===== src/rtl/mm_pkg.sv =====
`default_nettype none

package mm_pkg;

  ////////////////////
  // Sizes
  ////////////////////

  // Matrix dimension, also the lane count of every port
  localparam int MAT_SIZE = 4;
  localparam int DATA_WIDTH = 16;
  localparam int ADDR_WIDTH = $clog2(MAT_SIZE);

  // Bank read, then skew of the last lane, then the walk across the grid
  localparam int FLUSH_CYCLES = 1 + (MAT_SIZE - 1) + 2 * (MAT_SIZE - 1);

  // Step counter in the control block covers the longest phase
  localparam int STEP_WIDTH = $clog2(FLUSH_CYCLES + 1);

  ////////////////////
  // Types
  ////////////////////

  typedef logic [DATA_WIDTH-1:0] elem_t;

  // Lane i holds element i
  typedef elem_t [MAT_SIZE-1:0] vec_t;

  typedef struct packed {
    logic                  we_a;
    logic                  we_b;
    logic                  rd_en;
    logic [ADDR_WIDTH-1:0] addr;
    vec_t                  data;
  } host_cmd_t;

  // One operand on its way through the array
  typedef struct packed {
    logic  valid;
    elem_t data;
  } lane_t;

  typedef lane_t [MAT_SIZE-1:0] lane_vec_t;

endpackage

`default_nettype wire

===== src/rtl/mm_control.sv =====
`timescale 1ns/1ps
`default_nettype none

module mm_control
  import mm_pkg::*;
(
  input  logic                  clk,
  input  logic                  reset,
  input  logic                  start,
  output logic                  busy,
  output logic                  done,
  output logic                  clear,
  output logic                  issue_valid,
  output logic [ADDR_WIDTH-1:0] issue_index,
  output logic                  drain_en,
  output logic [ADDR_WIDTH-1:0] drain_row
);

  typedef enum logic [2:0] {
    PH_IDLE,
    PH_CLEAR,
    PH_ISSUE,
    PH_FLUSH,
    PH_DRAIN
  } phase_t;

  phase_t                phase;
  logic [STEP_WIDTH-1:0] step;
  logic                  last_lane;
  logic                  last_flush;

  assign last_lane  = (step == STEP_WIDTH'(MAT_SIZE - 1));
  assign last_flush = (step == STEP_WIDTH'(FLUSH_CYCLES - 1));

  ////////////////////
  // Run sequencer
  ////////////////////

  always_ff @(posedge clk) begin
    if (reset) begin
      phase <= PH_IDLE;
      step  <= '0;
    end else begin
      case (phase)
        PH_IDLE: begin
          // start only counts here
          if (start) begin
            phase <= PH_CLEAR;
          end
          step <= '0;
        end
        PH_CLEAR: begin
          phase <= PH_ISSUE;
          step  <= '0;
        end
        PH_ISSUE: begin
          if (last_lane) begin
            phase <= PH_FLUSH;
            step  <= '0;
          end else begin
            step <= step + 1'b1;
          end
        end
        PH_FLUSH: begin
          // Let the last operands reach the far corner
          if (last_flush) begin
            phase <= PH_DRAIN;
            step  <= '0;
          end else begin
            step <= step + 1'b1;
          end
        end
        PH_DRAIN: begin
          if (last_lane) begin
            phase <= PH_IDLE;
            step  <= '0;
          end else begin
            step <= step + 1'b1;
          end
        end
        default: begin
          phase <= PH_IDLE;
          step  <= '0;
        end
      endcase
    end
  end

  // Decoded outputs
  assign busy        = (phase != PH_IDLE);
  assign clear       = (phase == PH_CLEAR);
  assign issue_valid = (phase == PH_ISSUE);
  assign issue_index = step[ADDR_WIDTH-1:0];
  assign drain_en    = (phase == PH_DRAIN);
  assign drain_row   = step[ADDR_WIDTH-1:0];
  assign done        = drain_en && last_lane;

endmodule

`default_nettype wire


===== config.mk =====
export PLATFORM = sky130hd
export DESIGN_NAME = mm_control
export DESIGN_NICKNAME = d
export VERILOG_FILES = /design/src/rtl/mm_pkg.sv /design/src/rtl/mm_control.sv
export SDC_FILE = /design/constraint.sdc
export NUM_CORES = 1
export LEC_CHECK = 0
export ABC_CLOCK_PERIOD_IN_PS = 2300
export BUFFER_PORTS_ARGS = -buffer_cell sky130_fd_sc_hd__buf_2
export CORE_AREA = 2 2 39 41
export CTS_CLUSTER_DIAMETER = 50
export CTS_CLUSTER_SIZE = 10
export DETAILED_ROUTE_END_ITERATION = 8
export DIE_AREA = 0 0 41 43
export PLACE_DENSITY = 0.5
export SYNTH_ARGS = -nofsm -noshare
export SYNTH_HDL_FRONTEND = slang
export SYNTH_SLANG_ARGS = --single-unit

===== constraint.sdc =====
create_clock -name clk -period 2.3 [get_ports clk]
set_clock_uncertainty 0.1 [all_clocks]
set_input_delay 0.23 -clock clk [delete_from_list [all_inputs] [get_ports clk]]
set_output_delay 0.23 -clock clk [all_outputs]
set_load 0.01 [all_outputs]

**Yosys cells after proc, flatten, opt, wreduce, memory -nomap -nowiden**

Index checks and enable logic that the tools add are counted.

- Add/sub/neg operators: 1
- Mux-type cells: 8
- Equality and inequality tests: 10
- Reduce and logical (&&, ||, !) cells: 5

Operators with widths:

| kind | number |
|---|---|
| 3-bit one-hot mux with 5 select lines | 1 |
| 3-bit 2-to-1 mux | 4 |
| 4-bit 2-to-1 mux | 2 |
| 4-bit one-hot mux with 2 select lines | 1 |
| 3-bit by 2-bit equality test with 1-bit output, second input constant | 2 |
| 4-bit by 1-bit adder with 4-bit output, second input constant | 1 |
| 4-bit by 2-bit equality test with 1-bit output, second input constant | 1 |
| 4-bit equality test, second input constant | 1 |
| 2-bit by 1-bit inequality test with 1-bit output, second input constant | 2 |
| 2-bit inequality test, second input constant | 2 |
| 4-bit AND reduction | 1 |
| 3-bit by 1-bit equality test with 1-bit output, second input constant | 1 |
| 3-bit equality test, second input constant | 1 |
| 3-bit zero test | 1 |
| 3-bit nonzero test | 1 |
| 2-bit OR reduction | 1 |
| 1-bit logical AND | 1 |

- Flip-flop bits (word level): 7
- Word-level logic and storage cells: 26
- Input bits: 3

**Depth between registers and ports, before layout**

- Depth after elaboration: 3
- Gate-level depth with buffers: 5

**Least setup slack after synthesis**

Ideal clock, no wire load.

- Path kind: register -> output
- From: register step[0]
- To: output port done
- Buffers on the path: 0
- Stages on the path, launching flop included: 4
- Arrival time: 1.449 ns
- Slack: 0.521 ns
- Cell sequence: dfxtp_1 > ha_1 > or3b_4 > nor4b_1

- Longest elaborated chain between the ends: 2

Ends and longest elaborated chain:

| item | RTL line | RTL |
|---|---|---|
| start, declared | mm_control.sv:28 | `logic [STEP_WIDTH-1:0] step;` |
| start signal, assigned | mm_control.sv:61 | `step <= step + 1'b1;` |
| start signal, assigned | mm_control.sv:70 | `step <= step + 1'b1;` |
| start signal, assigned | mm_control.sv:78 | `step <= step + 1'b1;` |
| 4-bit by 2-bit equality test with 1-bit output | mm_control.sv:32 | `assign last_lane = (step == STEP_WIDTH'(MAT_SIZE - 1));` |
| 1-bit logical AND | mm_control.sv:96 | `assign done = drain_en && last_lane;` |
| end, declared | mm_control.sv:11 | `output logic done,` |

Every way passes these cells.

**Worst setup path after layout**

Ends and elaborated chain as after synthesis.

==> results.txt <==
The kind of path behind the tightest hold check is primary input to register. The power per cell area is 864.2 mW/mm^2. The overall overflow remaining after global route is 0. The area fraction of the dominant cell type after synthesis is 34.36%. The CTS tree is yes. Sequential elements use 34.36% of the synthesized area. For this design the static power due to leakage is 0.2075 nW. The cell internal power dissipation is 0.2628 mW. The worst hold-check slack came out at 0.1315 ns.

The delay of the slowest cell on the worst path came out at 0.41 ns. STA classifies the critical path startpoint as a register. Counting the fill cells in the layout gives 149. The number of warnings issued by yosys came out at 0. The highest signal layer in the routed design is met3. The largest buffer count on any clock path came out at 2. CTS built an H-tree with a depth of 1. After synthesis, the cell types taking the most area are sky130_fd_sc_hd__dfxtp_1, sky130_fd_sc_hd__buf_4, sky130_fd_sc_hd__xor2_1.

The synthesized design spends more area on one cell type than any other, namely sky130_fd_sc_hd__dfxtp_1. The number of cells upsized or downsized after cts came out at 0. The combined buffer and inverter count along the critical path came out at 1.

The count of clock tree sinks is 7. The share of cells above drive strength 1 is 30.19%. Once layout is complete, the utilization of the core stands at 33.54%.

The post-route setup TNS came out at 0 ns. The first-pass GRT wire length is 1.200 mm. Dividing the detail-routed wire length by the instance count gives 10.03 um. The hold violation total from the final report was 0. Summing all multi-input logic gate instances after layout gives 215.2 um^2. Synthesis produced a netlist with a net count of 50. The count of routing violations after the opening detailed-route iteration came out at 4.

The critical path is of the register to output port type. Buffers added to address setup during post-CTS repair amount to 0. After detailed routing, the met2 layer carries 314 um of wire. For the worst setup path, the data required time is 1.97 ns.

Detailed placement finished with a half-perimeter wire length of 508.1 um. The post-route met1 wirelength is 320 um. The design draws 0.4012 mW. In this run the cell area of the synthesized design comes to 407.9 um^2. The critical path goes through ha_1, or3b_4, nor4b_1, buf_2. The max-slew violation count came out at 0. The run finished with clean final reports.

The netlist uses 24 different library cells. The die span in x is 41 um. The die height came out at 43 um. After synthesis the netlist holds a flip-flop and latch count of 7. The number of antenna violations at the first check in global routing is 0.

The number of hold buffers added after cts is 0. The number of maximum-capacitance violations came out at 0. The die covers 0.001763 mm^2.

The maximum number of pins on one net before global-route repair is 11. The DRC violations left is 0. The worst IR drop on VDD came out at 0.0002482 V.

The share of power burned in combinational logic is 30.3%. The gate count of the mapped netlist came out at 45. In this run the remaining antenna-violating nets after routing total 0. Grouping stages by cell kind, the critical path spends the most delay in simple AND/OR/NAND/NOR gates. The met3 layer wire length in the routed design is 57 um. The combined global-route utilization of all metal layers came out at 10.47%. The number of top-level pins is 12. The number of setup violations in the final report came out at 0. The final critical-path required period is 2.059 ns. For the pin with the worst max-slew slack, the measured transition is 0.3774 ns. The period utilization is 89.54%. Counting the buffers created by CTS gives 3. The critical path data arrival time is 1.73 ns. Of all nets on the critical path, the largest fanout is 6.

The final wirelength came out at 692 um. The global placer's final weighted congestion is 0.7143. The tightest slew margin relative to the limit is 74.84%. The number of global-route vias before repair came out at 266. The clock slew at the register clock pins of the worst setup and hold paths is 0.05 ns. The net switching component of the power came out at 0.1384 mW.

The worst-path cell with the longest stage delay is sky130_fd_sc_hd__dfxtp_1. Setup repair after global routing left no endpoint under its margin. The share of total power in sequential cells is 42.2%.

Input and output buffers added on the ports amount to 11. After detailed routing, the number of vias per cell comes to 4.812. The clock insertion delay at the later pin of the skew report came out at 0.25 ns.

The floorplan has 14 rows. The area of the placeable core came out at 0.001384 mm^2. 0 antenna diodes ended up in the layout. In this run, the clock network consumes 27.5% of the power. The count of TritonRoute iterations in the first routing pass is 2. The average footprint of a synthesized cell is 9.064 um^2. The worst register-to-register path begins at step[0].

The most critical setup path has its startpoint at step[0]. The via count is 332. Timing would allow up to 0.4856 GHz. The sequential cell area in the final layout is 140.1 um^2. Net switching is 34.50% of the power. The net count reported at finish is 59. In this run the most critical hold path is launched from reset. Relative to the synthesized area, the layout overhead comes to 13.80%. The cell sitting at the root of the clock tree is a sky130_fd_sc_hd__clkbuf_4. The initial cell density of the core is 29.48%. The worst setup path is captured at an output port.
flip-flops by register name, summed over array words and instances (netlist names):
signal,cells
phase,3
step,4
cell type report:
type	instances	area share, %
Multi-Input combinational cell	29	46.36
Tap cell	16	4.313
Clock buffer	4	5.660
Inverter	2	1.617
Timing Repair Buffer	11	11.86
Sequential cell	7	30.19
power by group through the flow:
stage / registers, mW / clock network (mW) / logic (mW)
after floorplan: 0.147 / 0 / 0.126
final: 0.169 / 0.110 / 0.122
after detailed placement: 0.172 / 0 / 0.122
after CTS: 0.170 / 0.117 / 0.123
after global routing: 0.176 / 0.122 / 0.142
after global placement: 0.172 / 0 / 0.125
path summary, 6_finish.rpt:
path	end	slack [ns]	cells past startpoint
setup / recovery	done	0.24	4
hold / removal	phase[0]	0.13	2
setup reg to reg	phase[0]	0.56	4
hold reg to reg	step[0]	0.44	1
cell families after synthesis:
group           synth area share [%]
compound gates                 9.510
simple gates                   28.53
xor+xnor                       8.591
fa+ha+maj                      6.134
flops                          34.35
buf+inv                        12.89
cells in the mapped netlist:
library cell               instances
sky130_fd_sc_hd__nand4b_1          1
sky130_fd_sc_hd__nand3_1           1
sky130_fd_sc_hd__buf_4             5
sky130_fd_sc_hd__ha_1              2
sky130_fd_sc_hd__a32oi_1           1
sky130_fd_sc_hd__inv_1             2
sky130_fd_sc_hd__a21oi_2           1
sky130_fd_sc_hd__a2111o_1          1
sky130_fd_sc_hd__nand2b_1          1
sky130_fd_sc_hd__nand3b_1          1
sky130_fd_sc_hd__and3b_1           1
sky130_fd_sc_hd__xnor2_1           1
sky130_fd_sc_hd__a21oi_1           2
sky130_fd_sc_hd__clkbuf_1          2
sky130_fd_sc_hd__xor2_1            3
sky130_fd_sc_hd__nand4_1           1
sky130_fd_sc_hd__dfxtp_1           7
sky130_fd_sc_hd__nor3b_1           2
sky130_fd_sc_hd__or3_1             1
sky130_fd_sc_hd__nor3_1            5
sky130_fd_sc_hd__or3b_4            1
sky130_fd_sc_hd__nand2_1           1
sky130_fd_sc_hd__nor2_1            1
sky130_fd_sc_hd__nor4b_1           1
cell usage in the layout (no fill, tap or decap):
cell	synthesis	final
sky130_fd_sc_hd__a32oi_1	1	1
sky130_fd_sc_hd__nand4_1	1	1
sky130_fd_sc_hd__clkbuf_4	0	3
sky130_fd_sc_hd__and3b_1	1	1
sky130_fd_sc_hd__xor2_1	3	3
sky130_fd_sc_hd__nand3_1	1	1
sky130_fd_sc_hd__nor3b_1	2	2
sky130_fd_sc_hd__xnor2_1	1	1
sky130_fd_sc_hd__nor3_1	5	5
sky130_fd_sc_hd__a21oi_2	1	1
sky130_fd_sc_hd__clkbuf_1	2	1
sky130_fd_sc_hd__nand3b_1	1	1
sky130_fd_sc_hd__nand2b_1	1	1
sky130_fd_sc_hd__inv_1	2	2
sky130_fd_sc_hd__dfxtp_1	7	7
sky130_fd_sc_hd__nor4b_1	1	1
sky130_fd_sc_hd__a21oi_1	2	2
sky130_fd_sc_hd__or3b_4	1	1
sky130_fd_sc_hd__or3_1	1	1
sky130_fd_sc_hd__ha_1	2	2
sky130_fd_sc_hd__buf_2	0	11
sky130_fd_sc_hd__nand4b_1	1	1
sky130_fd_sc_hd__a2111o_1	1	1
sky130_fd_sc_hd__nand2_1	1	1
sky130_fd_sc_hd__nor2_1	1	1
routing by layer:
layer  GRT usage (%)  up-vias
met5               0        -
met3           4.712        0
li1                -      171
met4           8.000        0
met1           13.96      151
met2           12.50       10
through the flow:
stage	cells	instance area, um^2	worst slack (ns)
6_report	69	464.2	0.2406
5_1_grt	69	464.2	0.04086
4_1_cts	69	464.2	0.2148
3_5_place_dp	65	437.9	0.4971
3_3_place_gp	65	437.9	0.5381
2_1_floorplan	45	407.9	0.5213
(Power assumes the default switching activity.)
