**src/rtl/mm_pkg.sv**
```systemverilog
`default_nettype none

package mm_pkg;

  ////////////////////
  // Sizes
  ////////////////////

  // Matrix dimension, also the lane count of every port
  localparam int MAT_SIZE = 4;
  localparam int DATA_WIDTH = 16;
  localparam int ADDR_WIDTH = $clog2(MAT_SIZE);

  // Bank read, then skew of the last lane, then the walk across the grid
  localparam int FLUSH_CYCLES = 1 + (MAT_SIZE - 1) + 2 * (MAT_SIZE - 1);

  // Step counter in the control block covers the longest phase
  localparam int STEP_WIDTH = $clog2(FLUSH_CYCLES + 1);

  ////////////////////
  // Types
  ////////////////////

  typedef logic [DATA_WIDTH-1:0] elem_t;

  // Lane i holds element i
  typedef elem_t [MAT_SIZE-1:0] vec_t;

  typedef struct packed {
    logic                  we_a;
    logic                  we_b;
    logic                  rd_en;
    logic [ADDR_WIDTH-1:0] addr;
    vec_t                  data;
  } host_cmd_t;

  // One operand on its way through the array
  typedef struct packed {
    logic  valid;
    elem_t data;
  } lane_t;

  typedef lane_t [MAT_SIZE-1:0] lane_vec_t;

endpackage

`default_nettype wire
```
**src/rtl/operand_bank.sv**
```systemverilog
`timescale 1ns/1ps
`default_nettype none

module operand_bank
  import mm_pkg::*;
(
  input  logic                  clk,
  input  logic                  wr_en,
  input  logic [ADDR_WIDTH-1:0] wr_addr,
  input  vec_t                  wr_data,
  input  logic                  issue_valid,
  input  logic [ADDR_WIDTH-1:0] issue_index,
  output lane_vec_t             lanes
);

  vec_t mem [MAT_SIZE];
  vec_t rd_word;
  logic rd_valid;

  // Host write port
  always_ff @(posedge clk) begin
    if (wr_en) begin
      mem[wr_addr] <= wr_data;
    end
  end

  // Compute read, one cycle behind the issue
  always_ff @(posedge clk) begin
    rd_word  <= mem[issue_index];
    rd_valid <= issue_valid;
  end

  // Every element leaves tagged with the issue valid
  always_comb begin
    for (int i = 0; i < MAT_SIZE; i++) begin
      lanes[i].valid = rd_valid;
      lanes[i].data  = rd_word[i];
    end
  end

endmodule

`default_nettype wire

```
**config.mk**
```make
export PLATFORM = sky130hd
export DESIGN_NAME = operand_bank
export DESIGN_NICKNAME = d
export VERILOG_FILES = /design/src/rtl/mm_pkg.sv /design/src/rtl/operand_bank.sv
export SDC_FILE = /design/constraint.sdc
export NUM_CORES = 1
export LEC_CHECK = 0
export BUFFER_PORTS_ARGS = -buffer_cell sky130_fd_sc_hd__buf_2
export CAP_MARGIN = 5
export CORE_UTILIZATION = 60
export DETAILED_ROUTE_END_ITERATION = 10
export PLACE_DENSITY = 0.79
export SLEW_MARGIN = 40
export SYNTH_ARGS = -nofsm -noshare
export SYNTH_HDL_FRONTEND = slang
export SYNTH_SLANG_ARGS = --single-unit
```
**constraint.sdc**
```tcl
create_clock -name clk -period 13.6 [get_ports clk]
set_input_delay 2.72 -clock clk [delete_from_list [all_inputs] [get_ports clk]]
set_output_delay 2.72 -clock clk [all_outputs]
set_load 0.1 [all_outputs]
```
; Yosys cells after proc, flatten, opt, wreduce, memory -nomap -nowiden
; Memories as Yosys holds them, arrays and structs flattened. A register that Yosys moved wholly into a read port is not among the register bits.
; Cells that the tools add are included.
[totals]
in_bits = 71
n_memories = 1
romBits = 0
latchBits = 0
reg_bits = 1
wordCells = 4
output_inout_bits = 68
ram_bits = 256
[op_classes]
n_bitwise = 0
reduce_logical = 0
order_cmp = 0
shifts = 0
n_eq_ne = 0
mul = 0
muxes = 2
n_div = 0
n_addsub = 0
[mem_list]
columns = name, depth, word_bits, rd, rd_clocked_by_memory_dff, wr, line
row1 = mem, 4, 64, 1, 1, 1, operand_bank.sv:16  ; vec_t mem [MAT_SIZE];
[ops]
columns = op, count
row1 = $mux 1, 2

; Logic depth before layout (Yosys ltp)
; Gate-level depths: netlist of run 1.
[depth]
depth_word = 2
depth_mapped = 3
ltp_nobuf = 1

; Least setup slack after synthesis of run 1
; No wires, ideal clock.
[synth_path]
path_type = input to register
from = input port wr_addr[1]
to = memory mem[0][0] in the netlist's numbering (enable)
n_path_buf = 0
setup_time_ns = 0.579
cell_stages = 1
path_slack_ns = 5.599
arrival_ns = 7.422
required_time_ns = 13.021
path_cell_list = nor3b_1
[synth_rtl]
columns = item, line
row1 = start: declaration, operand_bank.sv:9  ; input logic [ADDR_WIDTH-1:0] wr_addr,
row2 = end: declaration, operand_bank.sv:16
; Straight into the memory's write port.

; Final worst setup path of run 1
[layout_path]
from = register rd_word, in the netlist lanes[10], read port of mem
to = output port lanes[10] in the netlist's numbering
[layout_rtl]
columns = item, line
row1 = start: declaration, operand_bank.sv:17  ; vec_t rd_word;
row2 = end: declaration, operand_bank.sv:13  ; output lane_vec_t lanes
; No word-level cell between the ends.

==> flow_summary.ini, run 1 <==
[status]
status = finished, final reports clean

[finish]
fin_cells = 816
nFillCells = 1002
regArea_sq_um = 8990
drive_above_1_share_pct = 43.7
syn2layout_area_growth_pct = 18.6
final_cell_mix = edfxtp_1 (256), buf_2 (136), dfxtp_1 (65), mux4_2 (60), clkbuf_16 (31)
fin_nets = 637
final_common_cell = edfxtp_1
multi_input_area_sq_um = 1510

[cts]
postCtsSetupBuffers = 0
hold_buffers = 0
htreeDepth = 1
cts_tree = yes
cts_resized = 0
cts_sinks = 321
clock_latency_ns = 0.54
cts_root_buf = clkbuf_16
clock_path_buffers = 3
cts_buffers = 30
clk_pin_slew_ns = 0.06

[sta]
hold_viol = 0
worst_slew_pin_slew_ns = 0.726
rsz0062_at_grt = no
finalSetupViolations = 0
fin_crit_ns = 4.06
max_slew_margin_pct = 51.6
drv_slew = 0
setup_slack_ns = 9.54
post-route-period-util_pct = 29.9
fin_setup_tns_ns = 0
clock_skew_ns = 0.00847
fmax_mhz = 246

[detailed_routing]
vias = 4584
drt_iter0_drc = 284
ant_nets = 0
drtPass1Iterations = 4
route.detailed.drc = 0
wl_per_cell_um = 21.8
via_per_inst = 5.62
wl_um = 17800

[worst_setup_path]
crit_buf_inv = 1
rr_startpoint = mem[1][2]
cp.arrival_ns = 1.34
crit_type = reg2out
start_kind = flip-flop
cpLargestDelayFamily = buffers and inverters
setup.worst_path.start = lanes[10]
cp_data_required_time_ns = 10.88
critPathCaptureType = primary output
slowest_delay_ns = 0.44
cpMaxStageDelayCell = buf_2
crit_chain = buf_2
path_max_fanout = 1

[floorplan]
core-area_sq_um = 17400
die_h_um = 135
io_pins = 139
die_area_sq_um = 18300
die_w_um = 135
start_util_pct = 61.5
core.rowCount = 48

[power_and_ir_drop]
p_leak_uw = 0.00445
power_density_nw_per_um2 = 178
ir_worst_vdd_v = 0.000140
total_power_uw = 2250

[grt]
antenna_found_initial = 1
track_usage_pct = 20.5
grt_remaining_overflow = 0
grt_max_degree = 65
grt_pass1_vias = 4847
grt_pass1_wl_um = 27300

[synth]
synthDistinctLibCells = 12
syn-cell-area_sq_um = 10700
postSynthNetCount = 478
yosysWarnings = 0
avgSynthCellArea_sq_um = 26.2
ys_seq_area_share_pct = 84.2
synth_seq_cells = 321
synthCells = 407

[hold_path]
holdCritStartpoint = mem[0][0]
hp-class = reg2reg

[placed_design]
io_buffers = 138
placedCellCount = 759
gp_congestion = 0.706
hpwl_um = 9890
post-place-ws_ns = 9.06

[job]
cap_violations = 0
[final cells by class]
class                           instances  share of cell area, %
Clock inverter                         16                   1.70
Timing Repair Buffer                  145                   6.50
Tap cell                              225                   2.22
Sequential cell                       321                   71.0
Multi-Input combinational cell         68                   11.9
Clock buffer                           40                   6.63
Antenna cell                            1                 0.0198
[routing by layer]
metal  vias up  track usage [%]  routed length (um)
met2       185             34.5                9190
met5         -                0                   0
met4         0             4.93                 282
met3        29             4.41                1350
li1       2014                -                   -
met1      2356             27.9                6990
[cell families after synthesis]
kind of cell,count (synthesis),synth area share [%]
flops,321,84.2
simple gates,4,0.293
mux,64,13.6
buf+inv,18,1.84
[final timing paths]
check	endpoint	slack, ns	depth (start not counted)
setup / recovery	lanes[10]	9.54	1
hold / removal	lanes[0]	0.54	1
setup reg to reg	lanes[2]	12.52	1
hold reg to reg	lanes[0]	0.54	1
[flip-flops by register name (all words and copies together) (netlist names)]
signal / flops
lanes: 64
mem: 256
rd_valid: 1
[through the flow]
stage / area, sq um / util (%) / hold WS (ns)
6_report: 12700 / 72.9 / 0.544
5_1_grt: 12700 / 72.9 / 0.555
4_1_cts: 12700 / 72.9 / 0.549
3_5_place_dp: 11600 / 66.8 / 0.539
3_3_place_gp: 11500 / 66.2 / 0.520
2_1_floorplan: 10700 / - / 0.516
[power breakdown]
| group | internal (uW) | total (uW) | switching, uW |
|---|---|---|---|
| Sequential | 1120 | 1140 | 15.9 |
| Clock | 529 | 871 | 342 |
| Combinational | 51.1 | 240 | 189 |
| Total | 1700 | 2250 | 547 |
[synth_stat cells]
| cell type | number | share of area [%] |
|---|---|---|
| nor3b_1 | 1 | 0.070 |
| clkbuf_2 | 1 | 0.047 |
| mux4_2 | 60 | 13 |
| buf_12 | 6 | 1.1 |
| and3b_1 | 2 | 0.16 |
| buf_2 | 6 | 0.28 |
| buf_4 | 4 | 0.28 |
| dfxtp_1 | 65 | 12 |
| mux4_1 | 4 | 0.98 |
| buf_6 | 1 | 0.11 |
| and3_1 | 1 | 0.059 |
| edfxtp_1 | 256 | 72 |
No activity file was read; power rests on OpenSTA's default activity.
==> inputs of run 2 (changes only) <==
--- a/config.mk
+++ b/config.mk
@@ -7,9 +7,9 @@
 export LEC_CHECK = 0
 export BUFFER_PORTS_ARGS = -buffer_cell sky130_fd_sc_hd__buf_2
 export CAP_MARGIN = 5
-export CORE_UTILIZATION = 60
+export CORE_UTILIZATION = 51
 export DETAILED_ROUTE_END_ITERATION = 10
-export PLACE_DENSITY = 0.79
+export PLACE_DENSITY = 0.72
 export SLEW_MARGIN = 40
 export SYNTH_ARGS = -nofsm -noshare
 export SYNTH_HDL_FRONTEND = slang
==> constraint.sdc (replaced) <==
create_clock -name clk -period 3.3 [get_ports clk]
set_input_delay 0.66 -clock clk [delete_from_list [all_inputs] [get_ports clk]]
set_output_delay 0.66 -clock clk [all_outputs]
set_load 0.1 [all_outputs]
==> flow_summary.ini, run 2 (synthesis results as in run 1) <==
[worst_setup_path]
crit_end = lanes[55]
rr_startpoint = mem[3][38]
reg2reg_depth = 1
r2r-end = lanes[40]
cp_num_cells = 1
setup.worst_path.start = lanes[55]
cpMaxStageDelayCell = buf_2
start_kind = flip-flop
r2r_slack_ns = 2.28
cp.arrival_ns = 1.35
crit_buf_inv = 1
path_max_fanout = 1
crit_chain = buf_2
cp_data_required_time_ns = 2.64
slowest_delay_ns = 0.44
crit_type = reg2out
critPathCaptureType = primary output
cpLargestDelayFamily = buffers and inverters

[cts]
htreeDepth = 1
clk_pin_slew_ns = 0.06
postCtsSetupBuffers = 0
cts_resized = 0
cts_sinks = 321
clock_path_buffers = 3
cts_buffers = 31
clock_latency_ns = 0.54
cts_root_buf = clkbuf_16
hold_buffers = 0
cts_tree = yes

[floorplan]
core.rowCount = 52
core-area_sq_um = 20400
start_util_pct = 52.4
die_h_um = 147
die_area_sq_um = 21500
die_w_um = 147
io_pins = 139

[grt]
grt_pass1_vias = 5002
grt_pass1_wl_um = 27900
grt_remaining_overflow = 0
antenna_found_initial = 2
grt_max_degree = 65
track_usage_pct = 17.2

[detailed_routing]
ant_nets = 0
wl_per_cell_um = 20.7
wl_um = 17900
route.detailed.drc = 0
drtPass1Iterations = 4
via_per_inst = 5.30
drt_iter0_drc = 193
vias = 4581

[power_and_ir_drop]
p_switching_uw = 2250
p_leak_uw = 0.00448
p_int_uw = 7110
p_clk_share_pct = 39.4
comb_power_share_pct = 10.6
ir_worst_vdd_v = 0.000459
power_density_nw_per_um2 = 735
switching_share_pct = 24.0
seq_power_share_pct = 50.0

[finish]
multi_input_area_sq_um = 1510
final_cell_mix = edfxtp_1 (256), buf_2 (136), dfxtp_1 (65), mux4_2 (60), clkbuf_16 (31)
nFillCells = 1381
regArea_sq_um = 8990
final_common_cell = edfxtp_1
fin_cells = 864
fin_nets = 639
largest_register_ffs = 256
syn2layout_area_growth_pct = 19.3
top_register = mem
drive_above_1_share_pct = 43.0

[sta]
clock_skew_ns = 0.00683
rsz0062_at_grt = no
post-route-period-util_pct = 60.8
fmax_mhz = 498
finalSetupViolations = 0
drv_slew = 0
max_slew_margin_pct = 53.8
fin_crit_ns = 2.01
holdWs_ns = 0.217
fin_setup_tns_ns = 0
hold_viol = 0
worst_slew_pin_slew_ns = 0.693

[placed_design]
placedCellCount = 805
io_buffers = 138
gp_congestion = 0.709
hpwl_um = 10500

[job]
cap_violations = 0

[hold_path]
hp-class = in2reg

[status]
status = finished, final reports clean
==> run 2: cell count changes in the layout (fill, tap and decap cells not counted), sizes merged <==
cell      change
buf           +1
bufinv        +2
clkbuf        -4
clkinv        +6
clkinvlp      -3
inv           +1
==> run 2: power groups by stage <==
stage | Sequential [uW] | Clock [uW] | Combinational (uW)
floorplan | 5320 | 0 | 230
global placement | 4750 | 0 | 983
detailed placement | 4770 | 0 | 996
CTS | 4680 | 3760 | 999
global route | 4700 | 3920 | 1020
finish | 4680 | 3690 | 988
==> run 2: worst min path at each step <==
stage / startpoint / endpoint / cells past startpoint
6_report: issue_valid / rd_valid / 1
5_1_grt: issue_valid / rd_valid / 1
4_1_cts: issue_valid / rd_valid / 1
3_5_place_dp: mem[3][0] / lanes[0] / 1
3_3_place_gp: mem[3][1] / lanes[1] / 1
2_1_floorplan: mem[3][0] / lanes[0] / 1
==> run 2: final cells by class <==
| type | instances | share of cell area [%] |
|---|---|---|
| diodes | 1 | 0.0196 |
| clock buffers | 36 | 6.32 |
| clock inverters | 22 | 2.21 |
| multi-input cells | 68 | 11.9 |
| flip-flops and latches | 321 | 70.6 |
| well taps | 270 | 2.65 |
| repair buffers | 146 | 6.36 |
==> run 2: stage by stage <==
| stage | total power (uW) | utilization (%) | instance area [sq um] | worst slack, ns |
|---|---|---|---|---|
| after floorplan | 5550 | - | 10700 | 0.549 |
| after global placement | 5740 | 57.2 | 11600 | 1.13 |
| after detailed placement | 5760 | 57.2 | 11600 | 1.10 |
| after CTS | 9450 | 62.5 | 12700 | 1.27 |
| after global routing | 9640 | 62.5 | 12700 | 1.25 |
| final | 9360 | 62.5 | 12700 | 1.29 |
==> run 2: routing by layer <==
layer	up-vias	track usage (%)	share of wire [%]
li1	2024	-	-
met4	2	4.74	2.0
met1	2386	22.0	40
met3	34	4.22	6.1
met2	135	29.5	52
met5	-	0	0.073
