[src/rtl/mm_pkg.sv]
`default_nettype none

package mm_pkg;

  ////////////////////
  // Sizes
  ////////////////////

  // Matrix dimension, also the lane count of every port
  localparam int MAT_SIZE = 4;
  localparam int DATA_WIDTH = 16;
  localparam int ADDR_WIDTH = $clog2(MAT_SIZE);

  // Bank read, then skew of the last lane, then the walk across the grid
  localparam int FLUSH_CYCLES = 1 + (MAT_SIZE - 1) + 2 * (MAT_SIZE - 1);

  // Step counter in the control block covers the longest phase
  localparam int STEP_WIDTH = $clog2(FLUSH_CYCLES + 1);

  ////////////////////
  // Types
  ////////////////////

  typedef logic [DATA_WIDTH-1:0] elem_t;

  // Lane i holds element i
  typedef elem_t [MAT_SIZE-1:0] vec_t;

  typedef struct packed {
    logic                  we_a;
    logic                  we_b;
    logic                  rd_en;
    logic [ADDR_WIDTH-1:0] addr;
    vec_t                  data;
  } host_cmd_t;

  // One operand on its way through the array
  typedef struct packed {
    logic  valid;
    elem_t data;
  } lane_t;

  typedef lane_t [MAT_SIZE-1:0] lane_vec_t;

endpackage

`default_nettype wire
[src/rtl/operand_skew.sv]
`timescale 1ns/1ps
`default_nettype none

module operand_skew
  import mm_pkg::*;
(
  input  logic      clk,
  input  logic      reset,
  input  lane_vec_t lanes_in,
  output lane_vec_t lanes_out
);

  for (genvar i = 0; i < MAT_SIZE; i++) begin : g_lane
    if (i == 0) begin : g_direct
      assign lanes_out[i] = lanes_in[i];
    end else begin : g_delay
      logic  [i-1:0] vld;
      elem_t         dat [i];

      // Valid chain, cleared so no stray operand reaches a cell
      always_ff @(posedge clk) begin
        if (reset) begin
          vld <= '0;
        end else begin
          vld[0] <= lanes_in[i].valid;
          for (int k = 1; k < i; k++) begin
            vld[k] <= vld[k-1];
          end
        end
      end

      always_ff @(posedge clk) begin
        dat[0] <= lanes_in[i].data;
        for (int k = 1; k < i; k++) begin
          dat[k] <= dat[k-1];
        end
      end

      assign lanes_out[i].valid = vld[i-1];
      assign lanes_out[i].data  = dat[i-1];
    end
  end

endmodule

`default_nettype wire

[config.mk]
export PLATFORM = sky130hd
export DESIGN_NAME = operand_skew
export DESIGN_NICKNAME = d
export VERILOG_FILES = /design/src/rtl/mm_pkg.sv /design/src/rtl/operand_skew.sv
export SDC_FILE = /design/constraint.sdc
export NUM_CORES = 1
export LEC_CHECK = 0
export ABC_AREA = 0
export BUFFER_PORTS_ARGS = -buffer_cell sky130_fd_sc_hd__clkbuf_2
export CAP_MARGIN = 15
export CORE_AREA = 4 4 86 88
export CTS_CLUSTER_SIZE = 16
export DETAILED_ROUTE_END_ITERATION = 12
export DIE_AREA = 0 0 90 92
export PLACE_DENSITY = 0.79
export SLEW_MARGIN = 20
export SYNTH_ARGS = -nofsm -noshare
export SYNTH_HDL_FRONTEND = slang
export SYNTH_SLANG_ARGS = --single-unit
[constraint.sdc]
create_clock -name clk -period 0.8 [get_ports clk]
set_input_delay 0.12 -clock clk [delete_from_list [all_inputs] [get_ports clk]]
set_output_delay 0.12 -clock clk [all_outputs]
set_load 0.05 [all_outputs]
# --- Word-level counts from Yosys, hierarchy flattened ---
# Memory sizes are Yosys's and may differ from the RTL's.
# Index checks and enable logic that the tools add are counted.
word_totals:
  regBits: 6
  latch_bits: 0
  ramBits: 96
  romBits: 0
  in_bits: 70
  out_inout_bits: 68
  word_cells: 6
  mem_count: 3
mem_list:
  columns: ["name", "words", "word_bits", "read_ports", "rd_clocked_by_memory_dff", "wr", "line_no", "text"]
  rows:
  - ["g_lane[3].g_delay.dat", 3, 16, 3, 0, 3, "operand_skew.sv:18", "elem_t dat [i];"]
  - ["g_lane[2].g_delay.dat", 2, 16, 2, 0, 2, "operand_skew.sv:18", null]
  - ["g_lane[1].g_delay.dat", 1, 16, 1, 0, 1, "operand_skew.sv:18", null]
classes:
  addsub: 0
  n_mul: 0
  div_mod_pow: 0
  magnitude_cmp: 0
  eq_ne: 0
  n_shift: 0
  mux: 0
  bitwise_logic: 0
  n_reduce_logical: 0

# --- Longest topological paths before layout ---
# Gate-level depths: netlist of the first run.
logic_depth:
  ltp_word: 0
  depth_mapped: 1
  mapped_depth_nobuf: 1

# --- Least setup slack after synthesis of the first run ---
# No wires, ideal clock.
synth_timing:
  kind: "flip-flop to output port"
  start: "mem g_lane[1].g_delay.dat[0][0] (netlist name)"
  end: "out lanes_out[17] (netlist name)"
  arrival_time_ps: 587
  required_ps: 680
  path_slack_ps: 93
  path_stages_with_launch: 1
  path_cell_list: "dfxtp_1"
synth_rtl:
  columns: ["element", "line_no", "text"]
  rows:
  - ["start, declared", "operand_skew.sv:18", null]
  - ["end, declared", "operand_skew.sv:10", "output lane_vec_t lanes_out"]

==> results of run 1 <==
==> cell usage after synthesis <==
cell and instances:
dfxtp_1 102, buf_4 52, nor2b_1 6
==> placed cells by master (no fill, tap or decap), drive strengths merged <==
master,synthesis,layout
buf,52,31
bufinv,0,2
clkbuf,0,81
clkinvlp,0,1
dfxtp,102,102
dlygate4sd3,0,52
inv,0,4
nor2b,6,6
==> flip-flops by register name (all words and copies together) (netlist names) <==
register            flops
g_lane.g_delay.vld      6
g_lane.g_delay.dat     96
==> layer usage <==
metal	up-vias	global-route usage
met4	0	0.0753
met5	-	0
met1	605	0.120
met2	88	0.233
met3	12	0.0886
li1	661	-
==> path summary, 6_finish.rpt <==
path	from	end	slack, ns	cells past startpoint
max	g_lane[1].g_delay.dat[0][11]$_DFF_P_	lanes_out[28]	-0.21	1
min	lanes_in[0]	lanes_out[0]	0.24	0
max reg2reg	g_lane[3].g_delay.vld[1]$_SDFF_PP0_	g_lane[3].g_delay.vld[2]$_SDFF_PP0_	0.28	1
min reg2reg	g_lane[3].g_delay.dat[0][16]$_DFF_P_	g_lane[3].g_delay.dat[0][32]$_DFF_P_	0.33	0
==> what timing repair did <==
action | in CTS | in global routing
endpoints found under the hold margin | 54 | 0
hold buffers | 52 | 0
resized for setup | 167 | 37
buffers inserted | 0 | 0
endpoints found under the setup margin | 51 | 51
==> kinds of logic after synthesis <==
family / after synthesis / share of synthesized area
simple gates: 6 / 0.0152
flops: 102 / 0.827
buf+inv: 52 / 0.158
==> metrics by stage <==
stage	setup slack (ns)	TNS, ns	hold slack (ns)
floorplan	0.0927	0	0.148
global placement	0.0937	0	0.222
detailed placement	0.0724	0	0.224
CTS	-0.232	-10.15	0.240
global route	-0.266	-11.25	0.240
finish	-0.210	-8.66	0.240
==> report_power, final <==
group	total, W	leakage [nW]	switching [W]	internal, W
combinational	0.00131	0.919	0.000620	0.000691
sequential	0.00550	0.861	0.000124	0.00537
clock	0.00357	0.111	0.00176	0.00181
==> area by class of cell <==
| type | instances | area [um2] | share of cell area |
|---|---|---|---|
| Timing Repair Buffer | 155 | 1750 | 0.414 |
| Clock inverter | 7 | 103 | 0.0243 |
| Sequential cell | 102 | 2110 | 0.499 |
| Multi-Input combinational cell | 6 | 37.5 | 0.00890 |
| Tap cell | 80 | 100 | 0.0237 |
| Clock buffer | 9 | 124 | 0.0294 |
==> metrics.yaml, run 1 <==
route:
  drt_wl_total_um: 5100
  wl_met3_um: 656
  ant_nets: 0
  drt-pass1-iter-count: 2
  drt-met1-wl_um: 1640
  drt_iter0_drc: 31
  top_layer: "met4"
  met2_length_um: 2680
  drcViolationCount: 0
  vias_per_cell: 3.81
  wl_per_cell_um: 14.2
  vias: 1366
global_routing:
  grt_first_pass_wirelength_um: 8180
  grt_pass1_vias: 1594
  grt-ovfl-total: 0
  grt_use_total: 0.136
  grt_max_degree: 19
  antenna_found_initial: 0
die:
  die_y_um: 92
  coreArea_mm2: 0.00664
  initial_core_util: 0.372
  dieWidth_um: 90
  die_area_mm2: 0.00828
  core.rowCount: 30
  io_pins: 138
worst_setup_path:
  max_stage_delay_ns: 0.36
  cpLargestDelayFamily: "flip-flops"
  crit_buf_inv: 1
  crit_arrival_ns: 0.89
  worstSetupStartpointType: "register"
  cp_slowest_cell: "dfxtp_2"
  cp-end-kind: "output pin"
  critPathRequiredTime_ns: 0.68
  crit_type: "register to output pin"
  critPathMaxFanout: 1
  path_cells: "clkbuf_16"
final_layout:
  final_cell_area_mm2: 0.00422
  areaGrowthSynthToFinish_pct: 70.7
  fin_cells: 359
  final_nets: 344
  antenna-diode-count: 0
  fin_util: 0.635
  fill_cells: 463
  layout-drive-gt1-share: 0.609
yosys:
  ys_types: 3
  synth_top_area_share: 0.827
  ys_ff_latch: 102
  synthCells: 160
  synth_warnings: 0
  synth_fp_nets: 230
  synth_area_mm2: 0.00247
  yosysSeqAreaShare: 0.827
  syn_avg_cell_area_um2: 15.4
  ys_top_cells_by_area: "dfxtp_1 (83%), buf_4 (16%), nor2b_1 (1.5%)"
  synth_top_area_cell: "dfxtp_1"
hold_path:
  worstHoldPathType: "input port to output pin"
place:
  dpl.cell_count: 291
  gp_congestion: 0.642
  io_buffers: 103
  dpl-instance-area_mm2: 0.00270
clock_network:
  cts_buffers: 9
  clk_latency_ns: 0.36
  path_clk_slew_ns: 0.10
  cts_sinks: 102
  clk_path_buf_depth: 2
  htree_levels: 3
  cts-root-buf: "clkbuf_8"
  cts_tree: "yes"
timing:
  fin_crit_ns: 1.01
  fmax_ghz: 0.990
  relSlewSlack: 0.926
  setup_ws_ns: -0.210
  setup_viol: 51
  worst_clock_skew_ns: 0.0119
  rsz0062_at_grt: "yes"
  fin_crit_sh: 1.26
  report.final.slew_viol_count: 0
  worstMarginPinSlew_ns: 0.110
  finalHoldViolations: 0
status:
  status: "complete, but fails checks"
  violations: "negative setup slack"
flow_run:
  max-cap-violations: 0
power_and_ir_drop:
  finalPower_w: 0.0104
  irDropWorstVdd_v: 0.00173
  power_density_mw_per_mm2: 2460
  power.static_leakage_nw: 1.89
Power figures use the tool's default switching activity.
==> inputs of run 2 (changes only) <==
PLACE_DENSITY = default   (was 0.79)
PLACE_DENSITY_LB_ADDON = 0.1   (was default)
==> metrics.yaml, run 2 (synthesized netlist as in run 1, its figures left out) <==
timing:
  whs_ns: 0.240  # about the same
  relSlewSlack: 0.923  # was 0.926
  finalSetupTns_ns: -8.03  # was -8.66 ns
  worst_clock_skew_ns: 0.00766  # was 0.0119 ns
  setup_ws_ns: -0.173  # was -0.210 ns
  rsz0062_at_grt: "yes"  # unchanged
  finalHoldViolations: 0  # unchanged
  fmax_ghz: 1.03  # was 0.990 GHz
  fin_crit_sh: 1.22  # was 1.26
  fin_crit_ns: 0.973  # was 1.01 ns
  worstMarginPinSlew_ns: 0.115  # was 0.110 ns
  setup_viol: 51  # unchanged
  report.final.slew_viol_count: 0  # unchanged
place:
  io_buffers: 103  # unchanged
  gp_congestion: 0.606  # was 0.642
  dpl.cell_count: 291  # unchanged
  place_ws_ns: 0.0918  # was 0.0724 ns
route:
  wl_per_cell_um: 12.4  # was 14.2 um
  vias: 1331  # was 1,366
  drt_wl_total_um: 4450  # was 5100 um
  wl_met3_um: 533  # was 656 um
  met2_length_um: 2150  # was 2680 um
  vias_per_cell: 3.71  # was 3.81
  drt_iter0_drc: 17  # was 31
  drt-met1-wl_um: 1680  # was 1640 um
  ant_nets: 0  # unchanged
  top_layer: "met4"  # unchanged
  drt-pass1-iter-count: 2  # unchanged
  drcViolationCount: 0  # unchanged
worst_setup_path:
  cpLargestDelayFamily: "flip-flops"  # unchanged
  max_stage_delay_ns: 0.35  # was 0.36 ns
  critPathRequiredTime_ns: 0.68  # about the same
  worstSetupStartpointType: "register"  # unchanged
  reg2reg_from: "g_lane[3].g_delay.vld[1]$_SDFF_PP0_"  # unchanged
  path_cells: "clkbuf_16"  # unchanged
  critPathMaxFanout: 1  # unchanged
  cp-end-kind: "output pin"  # unchanged
  cp_slowest_cell: "dfxtp_2"  # unchanged
  rrSetupSlack_ns: 0.29  # was 0.28 ns
  worst_r2r_endpoint: "g_lane[3].g_delay.vld[2]$_SDFF_PP0_"  # unchanged
  crit_arrival_ns: 0.85  # was 0.89 ns
  crit_buf_inv: 1  # unchanged
  reg2reg_depth: 1  # unchanged
  crit_type: "register to output pin"  # unchanged
die:
  die_area_mm2: 0.00828  # unchanged
  coreArea_mm2: 0.00664  # unchanged
  die_y_um: 92  # unchanged
  initial_core_util: 0.372  # unchanged
  core.rowCount: 30  # unchanged
  dieWidth_um: 90  # unchanged
  io_pins: 138  # unchanged
hold_path:
  min_path_cells: 0  # unchanged
  min_delay_worst_endpoint: "lanes_out[11]"  # was lanes_out[0]
  hold_start: "lanes_in[11]"  # was lanes_in[0]
  worstHoldPathType: "input port to output pin"  # unchanged
final_layout:
  largest_reg_flops: 96  # unchanged
  layout.cells.most_common_list: "dlygate4sd3_1 (52), clkbuf_2 (52), dfxtp_2 (51), dfxtp_1 (51), buf_8 (33)"  # was dlygate4sd3_1 (52), clkbuf_2 (52), dfxtp_2 (51), dfxtp_1 (51), buf_8 (31)
  layout-drive-gt1-share: 0.609  # unchanged
  top_register: "g_lane.g_delay.dat"  # unchanged
  fin_cells: 359  # unchanged
  fin_util: 0.629  # was 0.635
  largestRegisters: "g_lane.g_delay.dat: 96 flops, g_lane.g_delay.vld: 6 flops"  # unchanged
  fill_cells: 484  # was 463
  antenna-diode-count: 0  # unchanged
  final_nets: 344  # unchanged
  areaGrowthSynthToFinish_pct: 69.2  # was 70.7%
clock_network:
  cts-root-buf: "clkbuf_8"  # unchanged
  htree_levels: 3  # unchanged
  path_clk_slew_ns: 0.10  # about the same
  post-cts-setup-buffer-count: 0  # unchanged
  clk_path_buf_depth: 2  # unchanged
  cts_sinks: 102  # unchanged
  cts_tree: "yes"  # unchanged
  cts_buffers: 9  # unchanged
  clk_latency_ns: 0.35  # was 0.36 ns
power_and_ir_drop:
  power_density_mw_per_mm2: 2410  # was 2460 mW/mm2
  irDropWorstVdd_v: 0.00121  # was 0.00173 V
  power.static_leakage_nw: 1.88  # was 1.89 nW
global_routing:
  grt_pass1_vias: 1501  # was 1,594
  grt_use_total: 0.115  # was 0.136
  antenna_found_initial: 0  # unchanged
  grt-ovfl-total: 0  # unchanged
  grt_max_degree: 20  # was 19
  grt_first_pass_wirelength_um: 7230  # was 8180 um
flow_run:
  max-cap-violations: 0  # unchanged
status:
  violations: "negative setup slack"  # unchanged
  status: "complete, but fails checks"  # unchanged
==> run 2: cell types whose count changed in the layout (fill, tap and decap cells not counted) <==
| cell | before | now |
|---|---|---|
| inv_8 | 0 | 1 |
| clkbuf_16 | 20 | 18 |
| clkinvlp_4 | 1 | 0 |
| clkinv_4 | 0 | 1 |
| buf_8 | 31 | 33 |
| bufinv_16 | 2 | 1 |
==> run 2: power by group <==
| group | switching, W | total [W] | internal [W] |
|---|---|---|---|
| registers | 0.000118 | 0.00549 | 0.00537 |
| logic | 0.000601 | 0.00128 | 0.000683 |
| clock network | 0.00177 | 0.00329 | 0.00152 |
| total | 0.00249 | 0.0101 | 0.00757 |
==> run 2: repair_timing <==
action,CTS,global route
hold buffers,52,0
pin swaps,0,0
cloned,0,0
gates resized for setup,166,38
endpoints found under the hold margin,54,0
setup endpoints to repair,51,51
==> run 2: final cells by class <==
cell class	instances	area, um2	share of cell area
Multi-Input combinational cell	6	37.5	0.00898
Timing Repair Buffer	155	1730	0.413
Clock buffer	9	124	0.0296
Tap cell	80	100	0.0240
Clock inverter	7	85.1	0.0204
Sequential cell	102	2110	0.504
==> run 2: worst max path at each step <==
stage / depth (start not counted) / startpoint / slack (ns) / endpoint
global route: 1 / g_lane[2].g_delay.dat[0][17]$_DFF_P_ / -0.23 / lanes_out[35]
floorplan: 0 / g_lane[1].g_delay.dat[0][0]$_DFF_P_ / 0.09 / lanes_out[17]
global placement: 1 / g_lane[1].g_delay.dat[0][13]$_DFF_P_ / 0.09 / lanes_out[30]
CTS: 1 / g_lane[1].g_delay.dat[0][9]$_DFF_P_ / -0.21 / lanes_out[26]
detailed placement: 1 / g_lane[3].g_delay.dat[0][40]$_DFF_P_ / 0.09 / lanes_out[59]
finish: 1 / g_lane[3].g_delay.dat[0][35]$_DFF_P_ / -0.17 / lanes_out[54]
==> run 2: per-stage QoR <==
stage / instance area, um2 / total power [W]
global route: 4180 / 0.0105
detailed placement: 2700 / 0.00627
CTS: 4130 / 0.0101
floorplan: 2470 / 0.00636
finish: 4180 / 0.0101
global placement: 2700 / 0.00626
==> run 2: per-layer routing <==
metal | global-route usage | up-vias
li1 | - | 661
met1 | 0.119 | 570
met2 | 0.184 | 90
met3 | 0.0558 | 10
met4 | 0.0753 | 0
met5 | 0.0128 | -
==> inputs of run 3 (changes only) <==
CELL_PAD_IN_SITES_DETAIL_PLACEMENT = 1   (was default)
CELL_PAD_IN_SITES_GLOBAL_PLACEMENT = 1   (was default)
CORE_AREA = 4 4 98 100   (was 4 4 86 88)
DIE_AREA = 0 0 102 104   (was 0 0 90 92)
MAX_ROUTING_LAYER = met4   (was default)
==> metrics.yaml, run 3 (synthesized netlist as in run 1, its figures left out) <==
worst_setup_path:
  max_stage_delay_ns: 0.36  # was 0.35 ns
  critPathMaxFanout: 1  # unchanged
  crit_type: "register to output pin"  # unchanged
  path_cells: "clkbuf_16"  # unchanged
  crit_arrival_ns: 0.88  # was 0.85 ns
  worstSetupStartpointType: "register"  # unchanged
  critPathRequiredTime_ns: 0.68  # about the same
  crit_buf_inv: 1  # unchanged
  cpLargestDelayFamily: "flip-flops"  # unchanged
  cp_slowest_cell: "dfxtp_2"  # unchanged
  cp-end-kind: "output pin"  # unchanged
global_routing:
  grt_use_total: 0.107  # was 0.115
  grt_first_pass_wirelength_um: 8180  # was 7230 um
  grt-ovfl-total: 0  # unchanged
  grt_max_degree: 19  # was 20
  antenna_found_initial: 0  # unchanged
  grt_pass1_vias: 1669  # was 1,501
timing:
  report.final.slew_viol_count: 0  # unchanged
  worst_clock_skew_ns: 0.00682  # was 0.00766 ns
  worstMarginPinSlew_ns: 0.137  # was 0.115 ns
  setup_ws_ns: -0.204  # was -0.173 ns
  fmax_ghz: 0.996  # was 1.03 GHz
  relSlewSlack: 0.909  # was 0.923
  fin_crit_sh: 1.26  # was 1.22
  finalSetupTns_ns: -8.71  # was -8.03 ns
  rsz0062_at_grt: "yes"  # unchanged
  finalHoldViolations: 0  # unchanged
  fin_crit_ns: 1.00  # was 0.973 ns
  setup_viol: 51  # unchanged
final_layout:
  final_nets: 344  # unchanged
  layout.cells.most_common_list: "dlygate4sd3_1 (52), clkbuf_2 (52), dfxtp_2 (51), dfxtp_1 (51), clkbuf_16 (33)"  # was dlygate4sd3_1 (52), clkbuf_2 (52), dfxtp_2 (51), dfxtp_1 (51), buf_8 (33)
  seqCellArea_mm2: 0.00211  # unchanged
  fill_cells: 850  # was 484
  top_register: "g_lane.g_delay.dat"  # unchanged
  antenna-diode-count: 0  # unchanged
  fin_util: 0.502  # was 0.629
  fin_cells: 387  # was 359
  largest_reg_flops: 96  # unchanged
  layout-drive-gt1-share: 0.609  # unchanged
  multi_input_area_um2: 37.5  # unchanged
  areaGrowthSynthToFinish_pct: 76.5  # was 69.2%
  largestRegisters: "g_lane.g_delay.dat: 96 flops, g_lane.g_delay.vld: 6 flops"  # unchanged
clock_network:
  clk_path_buf_depth: 2  # unchanged
  cts_buffers: 9  # unchanged
  cts_sinks: 102  # unchanged
  clk_latency_ns: 0.35  # about the same
  cts-root-buf: "clkbuf_8"  # unchanged
  path_clk_slew_ns: 0.10  # about the same
  cts_tree: "yes"  # unchanged
  htree_levels: 3  # unchanged
place:
  dpl.cell_count: 319  # was 291
  gp_congestion: 0.654  # was 0.606
  place_ws_ns: 0.0975  # was 0.0918 ns
  detailedPlacementHpwl_um: 2930
  io_buffers: 103  # unchanged
die:
  die_y_um: 104  # was 92 um
  initial_core_util: 0.285  # was 0.372
  core.rowCount: 34  # was 30
  io_pins: 138  # unchanged
  dieWidth_um: 102  # was 90 um
  die_area_mm2: 0.0106  # was 0.00828 mm2
  coreArea_mm2: 0.00868  # was 0.00664 mm2
route:
  drcViolationCount: 0  # unchanged
  vias_per_cell: 3.55  # was 3.71
  drt-met1-wl_um: 1840  # was 1680 um
  ant_nets: 0  # unchanged
  wl_per_cell_um: 13.7  # was 12.4 um
  drt-pass1-iter-count: 4  # was 2
  top_layer: "met4"  # unchanged
  drt_wl_total_um: 5280  # was 4450 um
  drt_iter0_drc: 15  # was 17
  vias: 1373  # was 1,331
  wl_met3_um: 600  # was 533 um
  met2_length_um: 2720  # was 2150 um
power_and_ir_drop:
  netSwitchingFraction: 0.250  # was 0.247
  irDropWorstVdd_v: 0.000856  # was 0.00121 V
  power_frac_comb: 0.134  # was 0.128
  seqPwrFrac: 0.541  # was 0.546
  power_density_mw_per_mm2: 2330  # was 2410 mW/mm2
  clock_power_share: 0.325  # was 0.327
  p_int_w: 0.00761  # was 0.00757 W
  power.static_leakage_nw: 1.95  # was 1.88 nW
  finalPower_w: 0.0102  # was 0.0101 W
  switchingPower_w: 0.00254  # was 0.00249 W
status:
  violations: "negative setup slack"  # unchanged
  status: "complete, but fails checks"  # unchanged
hold_path:
  worstHoldPathType: "input port to output pin"  # unchanged
flow_run:
  max-cap-violations: 0  # unchanged
run 3: repair_timing:
| item | 4_1_cts | 5_1_grt |
|---|---|---|
| hold buffers | 52 | 0 |
| endpoints found under the setup margin | 51 | 51 |
| hold endpoints to repair | 54 | 0 |
| pin swaps | 0 | 0 |
| cloned | 0 | 0 |
| setup buffers | 0 | 0 |
| gates resized for setup | 186 | 18 |
run 3: area by class of cell:
cell class / instances / area share
Sequential cell: 102 / 0.483
Timing Repair Buffer: 155 / 0.431
Tap cell: 108 / 0.0310
Clock buffer: 9 / 0.0284
Clock inverter: 7 / 0.0184
Multi-Input combinational cell: 6 / 0.00861
run 3: worst paths after layout:
check | depth (start not counted) | slack [ns] | to | from
max reg2reg | 1 | 0.27 | g_lane[3].g_delay.vld[2]$_SDFF_PP0_ | g_lane[3].g_delay.vld[1]$_SDFF_PP0_
max | 1 | -0.20 | lanes_out[17] | g_lane[1].g_delay.dat[0][0]$_DFF_P_
min | 0 | 0.24 | lanes_out[10] | lanes_in[10]
min reg2reg | 0 | 0.32 | g_lane[3].g_delay.dat[0][38]$_DFF_P_ | g_lane[3].g_delay.dat[0][22]$_DFF_P_
run 3: layer usage:
layer,vias to the layer above,global-route usage
li1,663,-
met3,18,0.0510
met5,-,-
met1,612,0.100
met2,80,0.179
met4,0,0.0544
run 3: power by group through the flow:
| stage | logic, W | clock network [W] | registers, W |
|---|---|---|---|
| after global routing | 0.00142 | 0.00371 | 0.00553 |
| after floorplan | 0.000698 | 0 | 0.00566 |
| after CTS | 0.00134 | 0.00348 | 0.00548 |
| after global placement | 0.000749 | 0 | 0.00552 |
| after detailed placement | 0.000752 | 0 | 0.00552 |
| final | 0.00136 | 0.00330 | 0.00549 |
run 3: stage by stage:
step	cell area [um2]	hold WS (ns)
floorplan	2470	0.148
global placement	2730	0.223
detailed placement	2730	0.225
CTS	4340	0.241
global route	4360	0.240
finish	4360	0.240
